[src/ctrlPkg.sv]
package ctrlPkg;

    typedef enum logic [2:0] {
        FETCH,
        EXECUTE,
        MEMREAD,
        MEMWRITE,
        WRITEBACK,
        HALT
    } cpuState_t;

    typedef enum logic [3:0] {
        ADD,
        SUB,
        AND,
        OR,
        NOT,
        TCP,
        SHL,
        SHR,
        LHI,
        PASSB
    } aluOp_t;

    typedef enum logic {aFromReg, aFromPc} aSrc_t;

    typedef enum logic [1:0] {bFromReg, bFromSext, bFromZext, bFromOne} bSrc_t;

    typedef enum logic [1:0] {wbFromAlu, wbFromMem, wbFromPcPlus1} wbSrc_t;

    // pcFromInc takes the ALU sum computed during fetch.
    typedef enum logic [1:0] {pcFromInc, pcFromBranch, pcFromJump, pcFromReg} pcSrc_t;

endpackage

[src/isaPkg.sv]
package isaPkg;

    typedef logic [15:0] word_t;   // data, address and instruction word.
    typedef logic [1:0]  regIdx_t;
    typedef logic [3:0]  opcode_t;
    typedef logic [5:0]  func_t;
    typedef logic [7:0]  imm_t;
    typedef logic [11:0] target_t;

    localparam opcode_t opBne    = 4'd0;
    localparam opcode_t opBeq    = 4'd1;
    localparam opcode_t opBgz    = 4'd2;
    localparam opcode_t opBlz    = 4'd3;
    localparam opcode_t opAdi    = 4'd4;
    localparam opcode_t opOri    = 4'd5;
    localparam opcode_t opLhi    = 4'd6;
    localparam opcode_t opLwd    = 4'd7;
    localparam opcode_t opSwd    = 4'd8;
    localparam opcode_t opJmp    = 4'd9;
    localparam opcode_t opJal    = 4'd10;
    localparam opcode_t opRtype  = 4'd15;   // function field selects the operation.

    localparam func_t fnAdd = 6'd0;
    localparam func_t fnSub = 6'd1;
    localparam func_t fnAnd = 6'd2;
    localparam func_t fnOrr = 6'd3;
    localparam func_t fnNot = 6'd4;
    localparam func_t fnTcp = 6'd5;
    localparam func_t fnShl = 6'd6;
    localparam func_t fnShr = 6'd7;
    localparam func_t fnJpr = 6'd25;
    localparam func_t fnJrl = 6'd26;
    localparam func_t fnHlt = 6'd29;

    // JAL and JRL leave the return address here.
    localparam regIdx_t linkReg = 2'd2;

endpackage
[src/cpuTop.sv]
`timescale 1ns/1ns

module cpuTop import isaPkg::*, ctrlPkg::*; #(
    parameter word_t ResetPc = '0
) (
    input  logic  clk,
    input  logic  rst,
    output logic  readM,
    output logic  writeM,
    output word_t address,
    output word_t writeData,
    input  word_t readData,
    input  logic  inputReady,
    input  logic  ackOutput,
    output logic  halted
);

    opcode_t opcode;
    func_t   func;
    logic    branchTaken;
    logic    irLoad;
    logic    pcWrite;
    logic    regWrite;
    logic    regDst;
    logic    memAddrSel;
    aSrc_t   aSrc;
    bSrc_t   bSrc;
    aluOp_t  aluOp;
    wbSrc_t  wbSrc;
    pcSrc_t  pcSrc;

    controlUnit uControl (
        .clk         (clk),
        .rst         (rst),
        .opcode      (opcode),
        .func        (func),
        .branchTaken (branchTaken),
        .inputReady  (inputReady),
        .ackOutput   (ackOutput),
        .readM       (readM),
        .writeM      (writeM),
        .halted      (halted),
        .irLoad      (irLoad),
        .pcWrite     (pcWrite),
        .regWrite    (regWrite),
        .regDst      (regDst),
        .memAddrSel  (memAddrSel),
        .aSrc        (aSrc),
        .bSrc        (bSrc),
        .aluOp       (aluOp),
        .wbSrc       (wbSrc),
        .pcSrc       (pcSrc)
    );

    datapath #(
        .ResetPc (ResetPc)
    ) uDatapath (
        .clk         (clk),
        .rst         (rst),
        .irLoad      (irLoad),
        .pcWrite     (pcWrite),
        .pcSrc       (pcSrc),
        .aSrc        (aSrc),
        .bSrc        (bSrc),
        .aluOp       (aluOp),
        .regWrite    (regWrite),
        .regDst      (regDst),
        .wbSrc       (wbSrc),
        .memAddrSel  (memAddrSel),
        .readData    (readData),
        .address     (address),
        .writeData   (writeData),
        .opcode      (opcode),
        .func        (func),
        .branchTaken (branchTaken)
    );

endmodule

[src/datapath.sv]
`timescale 1ns/1ns

module datapath import isaPkg::*, ctrlPkg::*; #(
    parameter word_t ResetPc = '0
) (
    input  logic    clk,
    input  logic    rst,
    input  logic    irLoad,
    input  logic    pcWrite,
    input  pcSrc_t  pcSrc,
    input  aSrc_t   aSrc,
    input  bSrc_t   bSrc,
    input  aluOp_t  aluOp,
    input  logic    regWrite,
    input  logic    regDst,
    input  wbSrc_t  wbSrc,
    input  logic    memAddrSel,
    input  word_t   readData,
    output word_t   address,
    output word_t   writeData,
    output opcode_t opcode,
    output func_t   func,
    output logic    branchTaken
);

    word_t   pc;
    word_t   pcNext;
    word_t   ir;
    word_t   mdr;
    regIdx_t rs;
    regIdx_t rt;
    regIdx_t rd;
    regIdx_t writeReg;
    imm_t    imm;
    target_t target;
    word_t   immSext;
    word_t   immZext;
    word_t   regA;
    word_t   regB;
    word_t   aluA;
    word_t   aluB;
    word_t   aluResult;
    word_t   wbData;
    word_t   branchTarget;
    word_t   jumpTarget;

    assign opcode = ir[15:12];
    assign rs     = ir[11:10];
    assign rt     = ir[9:8];
    assign rd     = ir[7:6];
    assign func   = ir[5:0];
    assign imm    = ir[7:0];
    assign target = ir[11:0];

    assign immSext = {{8{imm[7]}}, imm};
    assign immZext = {8'h00, imm};

    // pc already holds PC+1 once the fetch has completed.
    assign branchTarget = pc + immSext;
    assign jumpTarget   = {pc[15:12], target};

    always_comb begin
        case (pcSrc)
            pcFromInc:    pcNext = aluResult;
            pcFromBranch: pcNext = branchTarget;
            pcFromJump:   pcNext = jumpTarget;
            pcFromReg:    pcNext = regA;
            default:      pcNext = aluResult;
        endcase
    end

    always_ff @(posedge clk) begin
        if (rst) begin
            pc <= ResetPc;
            ir <= '0;
        end else begin
            if (irLoad) begin
                ir <= readData;
            end
            if (pcWrite) begin
                pc <= pcNext;
            end
        end
    end

    // readData is only valid on the inputReady edge, the last one with memAddrSel high.
    always_ff @(posedge clk) begin
        if (memAddrSel) begin
            mdr <= readData;
        end
    end

    assign aluA = (aSrc == aFromPc) ? pc : regA;

    always_comb begin
        case (bSrc)
            bFromReg:  aluB = regB;
            bFromSext: aluB = immSext;
            bFromZext: aluB = immZext;
            bFromOne:  aluB = 16'd1;
            default:   aluB = regB;
        endcase
    end

    always_comb begin
        case (wbSrc)
            wbFromAlu:     wbData = aluResult;
            wbFromMem:     wbData = mdr;
            wbFromPcPlus1: wbData = pc;
            default:       wbData = aluResult;
        endcase
    end

    assign writeReg = (wbSrc == wbFromPcPlus1) ? linkReg : (regDst ? rd : rt);

    always_comb begin
        case (opcode)
            opBne:   branchTaken = regA != regB;
            opBeq:   branchTaken = regA == regB;
            opBgz:   branchTaken = $signed(regA) > 0;
            opBlz:   branchTaken = $signed(regA) < 0;
            default: branchTaken = 1'b0;
        endcase
    end

    assign address   = memAddrSel ? aluResult : pc;
    assign writeData = regB;   // SWD stores rt.

    registerFile uRegs (
        .clk         (clk),
        .rst         (rst),
        .readAddr1   (rs),
        .readAddr2   (rt),
        .writeAddr   (writeReg),
        .writeData   (wbData),
        .writeEnable (regWrite),
        .readData1   (regA),
        .readData2   (regB)
    );

    alu uAlu (
        .a      (aluA),
        .b      (aluB),
        .op     (aluOp),
        .result (aluResult)
    );

endmodule

[src/controlUnit.sv]
`timescale 1ns/1ns

module controlUnit import isaPkg::*, ctrlPkg::*; (
    input  logic     clk,
    input  logic     rst,
    input  opcode_t  opcode,
    input  func_t    func,
    input  logic     branchTaken,
    input  logic     inputReady,
    input  logic     ackOutput,
    output logic     readM,
    output logic     writeM,
    output logic     halted,
    output logic     irLoad,
    output logic     pcWrite,
    output logic     regWrite,
    output logic     regDst,
    output logic     memAddrSel,
    output aSrc_t    aSrc,
    output bSrc_t    bSrc,
    output aluOp_t   aluOp,
    output wbSrc_t   wbSrc,
    output pcSrc_t   pcSrc
);

    cpuState_t state;
    cpuState_t nextState;
    logic      started;
    logic      isRtype;
    logic      isBranch;
    logic      isHlt;
    logic      isJpr;
    logic      isJrl;
    logic      isLink;
    logic      writesReg;
    bSrc_t     opBSrc;
    aluOp_t    opAluOp;

    always_ff @(posedge clk) begin
        if (rst) begin
            state   <= FETCH;
            started <= 1'b0;   // keeps the bus quiet for the first cycle.
        end else begin
            state   <= nextState;
            started <= 1'b1;
        end
    end

    assign isRtype   = opcode == opRtype;
    assign isBranch  = opcode inside {opBne, opBeq, opBgz, opBlz};
    assign isHlt     = isRtype && func == fnHlt;
    assign isJpr     = isRtype && func == fnJpr;
    assign isJrl     = isRtype && func == fnJrl;
    assign isLink    = opcode == opJal || isJrl;
    assign writesReg = isLink || opcode inside {opAdi, opOri, opLhi}
                       || (isRtype && func <= fnShr);

    always_comb begin
        opBSrc  = bFromReg;
        opAluOp = PASSB;
        case (opcode)
            opAdi, opLwd, opSwd: begin
                opBSrc  = bFromSext;
                opAluOp = ADD;   // also the load and store address.
            end
            opOri: begin
                opBSrc  = bFromZext;
                opAluOp = OR;
            end
            opLhi: begin
                opBSrc  = bFromZext;
                opAluOp = LHI;
            end
            opRtype: begin
                case (func)
                    fnAdd: opAluOp = ADD;
                    fnSub: opAluOp = SUB;
                    fnAnd: opAluOp = AND;
                    fnOrr: opAluOp = OR;
                    fnNot: opAluOp = NOT;
                    fnTcp: opAluOp = TCP;
                    fnShl: opAluOp = SHL;
                    fnShr: opAluOp = SHR;
                    default: opAluOp = PASSB;
                endcase
            end
            default: begin
                opAluOp = PASSB;
            end
        endcase
    end

    always_comb begin
        nextState  = state;
        readM      = 1'b0;
        writeM     = 1'b0;
        irLoad     = 1'b0;
        pcWrite    = 1'b0;
        regWrite   = 1'b0;
        regDst     = 1'b0;
        memAddrSel = 1'b0;
        aSrc       = aFromReg;
        bSrc       = opBSrc;
        aluOp      = opAluOp;
        wbSrc      = wbFromAlu;
        pcSrc      = pcFromInc;
        halted     = state == HALT;
        case (state)
            FETCH: begin
                readM   = started;
                aSrc    = aFromPc;   // the ALU forms PC+1 while the fetch waits.
                bSrc    = bFromOne;
                aluOp   = ADD;
                irLoad  = started && inputReady;
                pcWrite = started && inputReady;
                if (started && inputReady) begin
                    nextState = EXECUTE;
                end
            end
            EXECUTE: begin
                if (isBranch) begin
                    pcWrite = branchTaken;
                    pcSrc   = pcFromBranch;
                end else if (opcode == opJmp) begin
                    pcWrite = 1'b1;
                    pcSrc   = pcFromJump;
                end else if (isJpr) begin
                    pcWrite = 1'b1;
                    pcSrc   = pcFromReg;
                end
                if (isHlt) begin
                    nextState = HALT;
                end else if (opcode == opLwd) begin
                    nextState = MEMREAD;
                end else if (opcode == opSwd) begin
                    nextState = MEMWRITE;
                end else if (writesReg) begin
                    nextState = WRITEBACK;
                end else begin
                    nextState = FETCH;
                end
            end
            MEMREAD: begin
                readM      = 1'b1;
                memAddrSel = 1'b1;
                if (inputReady) begin
                    nextState = WRITEBACK;
                end
            end
            MEMWRITE: begin
                writeM     = 1'b1;
                memAddrSel = 1'b1;
                if (ackOutput) begin
                    nextState = FETCH;
                end
            end
            WRITEBACK: begin
                regWrite  = 1'b1;
                regDst    = isRtype;
                pcWrite   = isLink;   // links jump here so the old PC+1 is written first.
                nextState = FETCH;
                if (isJrl) begin
                    pcSrc = pcFromReg;
                end else begin
                    pcSrc = pcFromJump;
                end
                if (opcode == opLwd) begin
                    wbSrc = wbFromMem;
                end else if (isLink) begin
                    wbSrc = wbFromPcPlus1;
                end
            end
            HALT: begin
                nextState = HALT;
            end
            default: begin
                nextState = FETCH;
            end
        endcase
    end

    noOverlap: assert property (
        @(posedge clk) disable iff (rst) !(readM && writeM)
    ) else $error("read and write requested together");

    readHeld: assert property (
        @(posedge clk) disable iff (rst) readM && !inputReady |=> readM
    ) else $error("read request dropped before inputReady");

    writeHeld: assert property (
        @(posedge clk) disable iff (rst) writeM && !ackOutput |=> writeM
    ) else $error("write request dropped before ackOutput");

endmodule

[src/registerFile.sv]
`timescale 1ns/1ns

module registerFile import isaPkg::*; (
    input  logic    clk,
    input  logic    rst,
    input  regIdx_t readAddr1,
    input  regIdx_t readAddr2,
    input  regIdx_t writeAddr,
    input  word_t   writeData,
    input  logic    writeEnable,
    output word_t   readData1,
    output word_t   readData2
);

    word_t regs [4];

    always_ff @(posedge clk) begin
        if (rst) begin
            regs <= '{default: '0};
        end else if (writeEnable) begin
            regs[writeAddr] <= writeData;
        end
    end

    // a write in the same cycle is seen only after the edge.
    assign readData1 = regs[readAddr1];
    assign readData2 = regs[readAddr2];

    // an X reaching a register points at a bad mux select or an unanswered load.
    writeDataKnown: assert property (
        @(posedge clk) disable iff (rst)
        writeEnable |-> !$isunknown(writeData)
    ) else $error("register write of unknown data to r%0d", writeAddr);

endmodule

[src/alu.sv]
`timescale 1ns/1ns

module alu import isaPkg::*, ctrlPkg::*; (
    input  word_t  a,
    input  word_t  b,
    input  aluOp_t op,
    output word_t  result
);

    always_comb begin
        case (op)
            ADD: begin
                result = a + b;
            end
            SUB: begin
                result = a - b;
            end
            AND: begin
                result = a & b;
            end
            OR: begin
                result = a | b;
            end
            NOT: begin
                result = ~a;
            end
            TCP: begin
                result = ~a + 16'd1;   // two's complement negate.
            end
            SHL: begin
                result = {a[14:0], 1'b0};
            end
            SHR: begin
                result = {a[15], a[15:1]};   // arithmetic shift that keeps the sign bit.
            end
            LHI: begin
                result = {b[7:0], 8'h00};
            end
            PASSB: begin
                result = b;
            end
            default: begin
                result = b;
            end
        endcase
    end

endmodule

[config.mk]
export PLATFORM = sky130hd
export DESIGN_NAME = cpuTop
export DESIGN_NICKNAME = d
export VERILOG_FILES = /design/src/ctrlPkg.sv /design/src/isaPkg.sv /design/src/cpuTop.sv /design/src/datapath.sv /design/src/controlUnit.sv /design/src/registerFile.sv /design/src/alu.sv
export SDC_FILE = /design/constraint.sdc
export NUM_CORES = 1
export LEC_CHECK = 0
export ABC_CLOCK_PERIOD_IN_PS = 13400
export BUFFER_PORTS_ARGS = -buffer_cell sky130_fd_sc_hd__buf_4
export CAP_MARGIN = 15
export CORE_AREA = 3 3 143 145
export DETAILED_ROUTE_END_ITERATION = 10
export DIE_AREA = 0 0 146 148
export MAX_ROUTING_LAYER = met4
export PLACE_DENSITY_LB_ADDON = 0.15
export SLEW_MARGIN = 15
export SYNTH_ARGS = -nofsm -noshare
export SYNTH_HDL_FRONTEND = slang
export SYNTH_HIERARCHICAL = 1
export SYNTH_SLANG_ARGS = --single-unit
[constraint.sdc]
create_clock -name clk -period 13.4 [get_ports clk]
set_input_delay 1.34 -clock clk [delete_from_list [all_inputs] [get_ports clk]]
set_output_delay 1.34 -clock clk [all_outputs]
set_load 0.03 [all_outputs]
# Word-level counts from Yosys, hierarchy flattened
# Memory sizes are Yosys's and may differ from the RTL's. A register that Yosys moved wholly into a read port is not among the register bits.
# Index checks and enable logic that the tools add are counted.
[classes]
add_sub_neg = 4
n_lt_le_gt_ge = 7
eq_ne = 40
n_mux = 53
bitwise_logic = 7
reduce_logical = 22
[ops]
columns = ["cell", "count"]
rows = [
  ["case mux 16 bit (9 select lines)", 1],
  ["case mux 16 bit (4 select lines)", 2],
  ["two-way mux 16 bit", 7],
  ["binary-select mux 16 bit (select 2 bit)", 2],
  ["bitwise mux 64 bit", 1],
  ["adder 16 bit", 2],
  ["demux 16 bit (select 2 bit)", 1],
  ["equality test 4 x 3 -> 1 bit, second input constant", 8],
  ["case mux 16 bit (2 select lines)", 1],
  ["two-way mux 3 bit", 9],
  ["equality test 4 bit, second input constant", 5],
  ["equality test 6 x 5 -> 1 bit, second input constant", 3],
  ["two-way mux 2 bit", 9],
  ["adder 16 x 1 -> 16 bit, second input constant", 1],
  ["AND 16 bit", 1],
  ["equality test 16 bit", 1],
  ["equality test 4 x 2 -> 1 bit, second input constant", 4],
  ["greater-than comparator 16 x 1 -> 1 bit, second input constant", 1],
  ["less-than comparator 16 x 1 -> 1 bit, second input constant", 1],
  ["!= test 16 bit", 1],
  ["inverter 16 bit", 1],
  ["OR 16 bit", 1],
  ["case mux 4 bit (4 select lines)", 1],
  ["subtractor 16 bit", 1],
  ["other kinds (31)", 68],
]
[word_totals]
register_bits = 116
rom_bits = 24
in_bits = 20
output_inout_bits = 35
word_cells = 144
mem_count = 1
[mem_list]
columns = ["memory", "words", "width", "rd", "rd_clocked_by_memory_dff", "wr", "line", "source"]
rows = [
  ["(name not given)", 8, 3, 1, 1, 0, "controlUnit.sv:75", "case (func)"],
]

# Longest topological paths before layout
[depth]
word_depth = 14
mapped_depth = 26
ltp_nobuf = 23

# Cells and area by module
# Netlist, hierarchy kept.
[by_module_without_submodules]
columns = ["module", "instances", "cells_per_inst", "area_per_inst_um2", "seq_area_each_um2"]
rows = [
  ["datapath", 1, 456, 4026.4, 1121.1],
  ["registerFile", 1, 268, 3325.7, 1281.2],
  ["alu", 1, 404, 2522.4, 0.0],
  ["controlUnit", 1, 94, 608.1, 80.1],
]

# Worst setup path after synthesis
# Ideal clock, no wire load.
[synth_timing]
kind = "reg2out"
from = "reg uDatapath.ir[13]"
to = "out address[14]"
arrival_time_ps = 4720
t_required_ps = 12060
path_slack_ps = 7340
path_stages_with_launch = 23
path_buffers = 4
path_cell_list = "dfxtp_1 > buf_4 > buf_1 > xor2_1 > nand2_1 > nand2_1 > clkbuf_1 > nor2_1 > a22o_1 > buf_8 > or4_4 > nor4_4 > nand2_2 > o41ai_1 > xor2_1 > ha_1 > nand2_1 > nor2_1 > a211oi_1 > o31ai_1 > xor2_1 > a221o_1 > mux2_2"
[synth_between]
elab_chain_cells = 9
elab_cells_between_ends = 32
cone_classes = "add/sub: 2; eq/ne: 17; mux: 7; bitwise: 2; reduce/logical: 4"
[synth_rtl]
columns = ["item", "line", "source"]
rows = [
  ["start, declared", "datapath.sv:28", "word_t ir;"],
  ["start signal, assigned", "datapath.sv:78", "ir <= readData;"],
  ["equality test 4 bit / equality test 4 x 3 -> 1 bit (equally long branches)", "controlUnit.sv:61", "case (opcode)"],
  ["OR reduction 3 bit / OR reduction 2 bit (equally long branches)", "--", ""],
  ["case mux 2 bit (2 select lines) *", "controlUnit.sv:61", ""],
  ["two-way mux 2 bit *", "controlUnit.sv:108", "case (state)"],
  ["named net bSrc[1]", "cpuTop.sv:27", "bSrc_t bSrc;"],
  ["equality test 2 bit (tied with other cells)", "datapath.sv:96", "case (bSrc)"],
  ["case mux 16 bit (4 select lines) *", "datapath.sv:96", ""],
  ["named net uDatapath.aluB[5]", "datapath.sv:41", "word_t aluB;"],
  ["subtractor 16 bit / adder 16 bit (equally long branches)", "alu.sv:16, alu.sv:13", ""],
  ["case mux 16 bit (9 select lines) *", "alu.sv:11", "case (op)"],
  ["named net uDatapath.aluResult[14]", "datapath.sv:42", "word_t aluResult;"],
  ["two-way mux 16 bit *", "datapath.sv:126", "assign address = memAddrSel ? aluResult : pc;"],
  ["end, declared", "cpuTop.sv:10", "output word_t address,"],
]
# Mark *: on every way through the listed nets, which the timed path passes. The rest lies on a longest branch.

# Final worst setup path
[layout_timing]
from = "reg uDatapath.ir[15]"
to = "out address[14]"
# The elaborated chain is that of the path after synthesis.

==> results.md <==
- Int Power: 0.0007992 W
- Leak: 4.554 nW
- # DRC: 0
- Starting Density: 54.22%
- TritonRoute pass-1 iters: 6
- Req. time, crit path: 12.06 ns
- Routed vias: 9,798
- Cts repair resizes: 0
- Overall Power: 0.001307 W
- Clk pwr share: 33.3%
- Synth async-reset ratio: 0%
- Data arrival time at the worst-slack endpoint: 6.56 ns
- Setup violators final: 0
- RSZ-0062 raised after global routing: false
- Commonest non-fill, non-tap cells in the layout: 105 x nor2_1, 100 x dfxtp_1, 97 x mux2i_1
- Pins Over Slew Limit: 0
- Commonest non-fill, non-tap cell in the layout: nor2_1
- CTS Buf Count: 17
- Syn Area/Cell: 8.578 sq um
- Slew @ Worst Pin: 1.179 ns
- Outcome: finished clean
- Ports: 55
- Gr usage total: 32.05%
- Die Ht: 148 um
- Syn nets: 1,280
- Vias per inst: 6.563
- Ant diodes: 0
- Port Buffer Count: 54
- Yosys warns: 6
- Critical path class: flop to output pin
- Pwr dens: 114.3 nW/um^2
- Initial DRC count: 1,010
- Max cap viols: 0
- Yosys reg bits: 116
- VDD IR max: 0.00008234 V
- Clock Pin Slew Worst Setup and Hold Paths: 0.06 ns
- Final hold vios: 0
- Total grt overflow: 0
- Final period util: 58.99%
- Layout fillers: 1,753
- Die area: 21,610 sq um
- Number of flops mapped to enable cells by yosys: 16
- Main synth FF type: dfxtp_1
- CTS tree: yes
- Post-synth cell types: 97
- Final net count: 1,273
- Crit start category: flop
- Rel. slew slack: 21.32%
- # rows: 51
- Setup tns final: 0 ns
- CTS H-tree depth: 4
- Seq/Total Area, Yosys: 23.68%
- Post-CTS Setup Bufs: 0
- Die width: 146 um
- Final Hold Slack: 0.4882 ns
- HPWL after DPL: 24.75 mm
- Core footprint: 19,330 sq um
- Fmax: 126.5 MHz
- Sequential share of power: 29.4%
- Worst Clk Skew: 0.01200 ns
- CTS Buffer Depth: 2
- Initial antenna violation count: 0
- Minimum clock period: 7.904 ns
- Worst min-delay path class: flop to flop
- CTS Hold Buffers Added: 0
- Layout cells sized above 1: 17.02%
- Avg WL per Cell: 22.97 um
- Vias in the first global route: 9,388
- Post-synthesis cell count: 1,222
- Final Worst Setup Slack: 5.496 ns
- First-pass GRT wire length: 53.48 mm
- Critical path capture point type: output pin
- Switching portion of total power: 38.84%
- DRT antenna net count: 0
- CTS Sinks: 116
- Total Wirelength: 34.30 mm
- CP Max Fanout: 16
- Post-Place Worst Slack: 6.026 ns
- GP Congestion: 1.017
- Logic pwr share: 37.3%
- Sw Pwr: 0.0005075 W
- Worst-Skew Late Latency: 0.42 ns
- CTS Root Cell: clkbuf_16
- P&R area growth vs syn: 9.035%
- Syn Std Cell Area: 10,480 sq um
- Pin count of the biggest net entering global routing: 107
## cell families after synthesis
group,share of synthesized area (%)
adders and majority gates,4.679
muxes,21.01
and+or+nand+nor,20.71
xor gates and xnor gates,4.930
buffers and inverters,5.873
DFF,23.68
AOI/OAI and AO/OA,19.12
## registers in the layout, summed over array words and instances (netlist names)
signal                cells
uDatapath/uRegs/regs     64
uDatapath/ir             16
uDatapath/mdr            16
uDatapath/pc             16
uControl/state            3
uControl/started          1
## power groups by stage
stage	Combinational (W)	Clock [W]	Sequential [W]
2_1_floorplan	0.000353	0	0.000378
3_3_place_gp	0.000468	0	0.000390
3_5_place_dp	0.000468	0	0.000390
4_1_cts	0.000473	0.000441	0.000383
5_1_grt	0.000526	0.000454	0.000385
6_report	0.000487	0.000436	0.000384
## metrics by stage
stage	area (sq um)	util [%]	cells
floorplan	10480	-	1222
global placement	10870	56.20	1461
detailed placement	10870	56.20	1461
CTS	11430	59.11	1493
global route	11430	59.11	1493
finish	11430	59.11	1493
## worst max-delay path, cell delays in order (launching register included)
cell and delay (ns):
dfxtp_1 0.65, xnor2_1 0.14, o311ai_1 0.90, xor2_1 0.37
a21oi_1 0.67, inv_1 0.17, ha_1 0.25, nor2b_1 0.19
a21oi_1 0.21, xnor2_1 0.14, ha_1 0.30, a21o_1 0.19
a221oi_1 0.37, nand3b_1 0.18, a32o_1 0.26, o31ai_1 0.11
xor2_1 0.17, a221o_1 0.38, mux2_2 0.29, buf_4 0.17
## cells in the mapped netlist, types with 6 or more instances
cell,n,share of area (%)
o21ai_0,75,3.6
xnor2_1,34,2.8
nand2_1,81,2.9
edfxtp_1,16,4.6
mux2i_1,97,9.3
nor2b_1,13,0.78
o211ai_1,10,0.72
ha_1,36,4.3
nor3b_1,6,0.43
or3_1,6,0.36
buf_4,12,0.86
o22ai_1,7,0.42
inv_1,28,1.0
clkbuf_1,47,1.7
nor3_1,29,1.4
nand3_1,15,0.72
a221oi_1,7,0.58
nand3b_1,7,0.50
o21a_1,9,0.64
nor2_1,106,3.8
mux4_2,38,8.2
a31oi_1,15,0.90
dfxtp_1,100,19
mux2_2,32,3.4
o2111ai_1,7,0.58
nand2b_1,95,5.7
a22oi_1,19,1.4
xor2_1,25,2.1
buf_1,8,0.29
a21oi_1,64,3.1
and3_1,6,0.36
a211oi_1,7,0.50
a22o_1,9,0.75
nor4_1,9,0.54
nand4_1,12,0.72
a21o_1,10,0.72
buf_2,18,0.86
## metal layers
| layer | GRT usage (%) | up-vias | part of all wire (%) |
|---|---|---|---|
| li1 | - | 4492 | - |
| met1 | 42.76 | 4684 | 42 |
| met2 | 49.69 | 542 | 46 |
| met3 | 5.089 | 80 | 8.8 |
| met4 | 11.67 | 0 | 3.0 |
| met5 | - | - | 0 |
## worst paths after layout
kind                                          startpoint                       end  slack (ns)  cells past startpoint
worst max-delay path                    uDatapath/ir[15]               address[14]        5.50                     19
worst min-delay path            uDatapath/uRegs/regs[19]  uDatapath/uRegs/regs[19]        0.49                      2
worst max register to register          uDatapath/ir[15]  uDatapath/uRegs/regs[29]        6.79                     21
worst min register to register  uDatapath/uRegs/regs[19]  uDatapath/uRegs/regs[19]        0.49                      2
## final cells by class
| class | count | area [sq um] | area share, % |
|---|---|---|---|
| multi-input combinational | 980 | 7413 | 64.86 |
| sequential | 116 | 2482 | 21.72 |
| timing repair buffer | 70 | 525.5 | 4.598 |
| clock buffer | 18 | 450.4 | 3.941 |
| tap | 265 | 331.6 | 2.901 |
| clock inverter | 14 | 113.9 | 0.9962 |
| inverter | 30 | 112.6 | 0.9852 |
(Power assumes the default switching activity.)
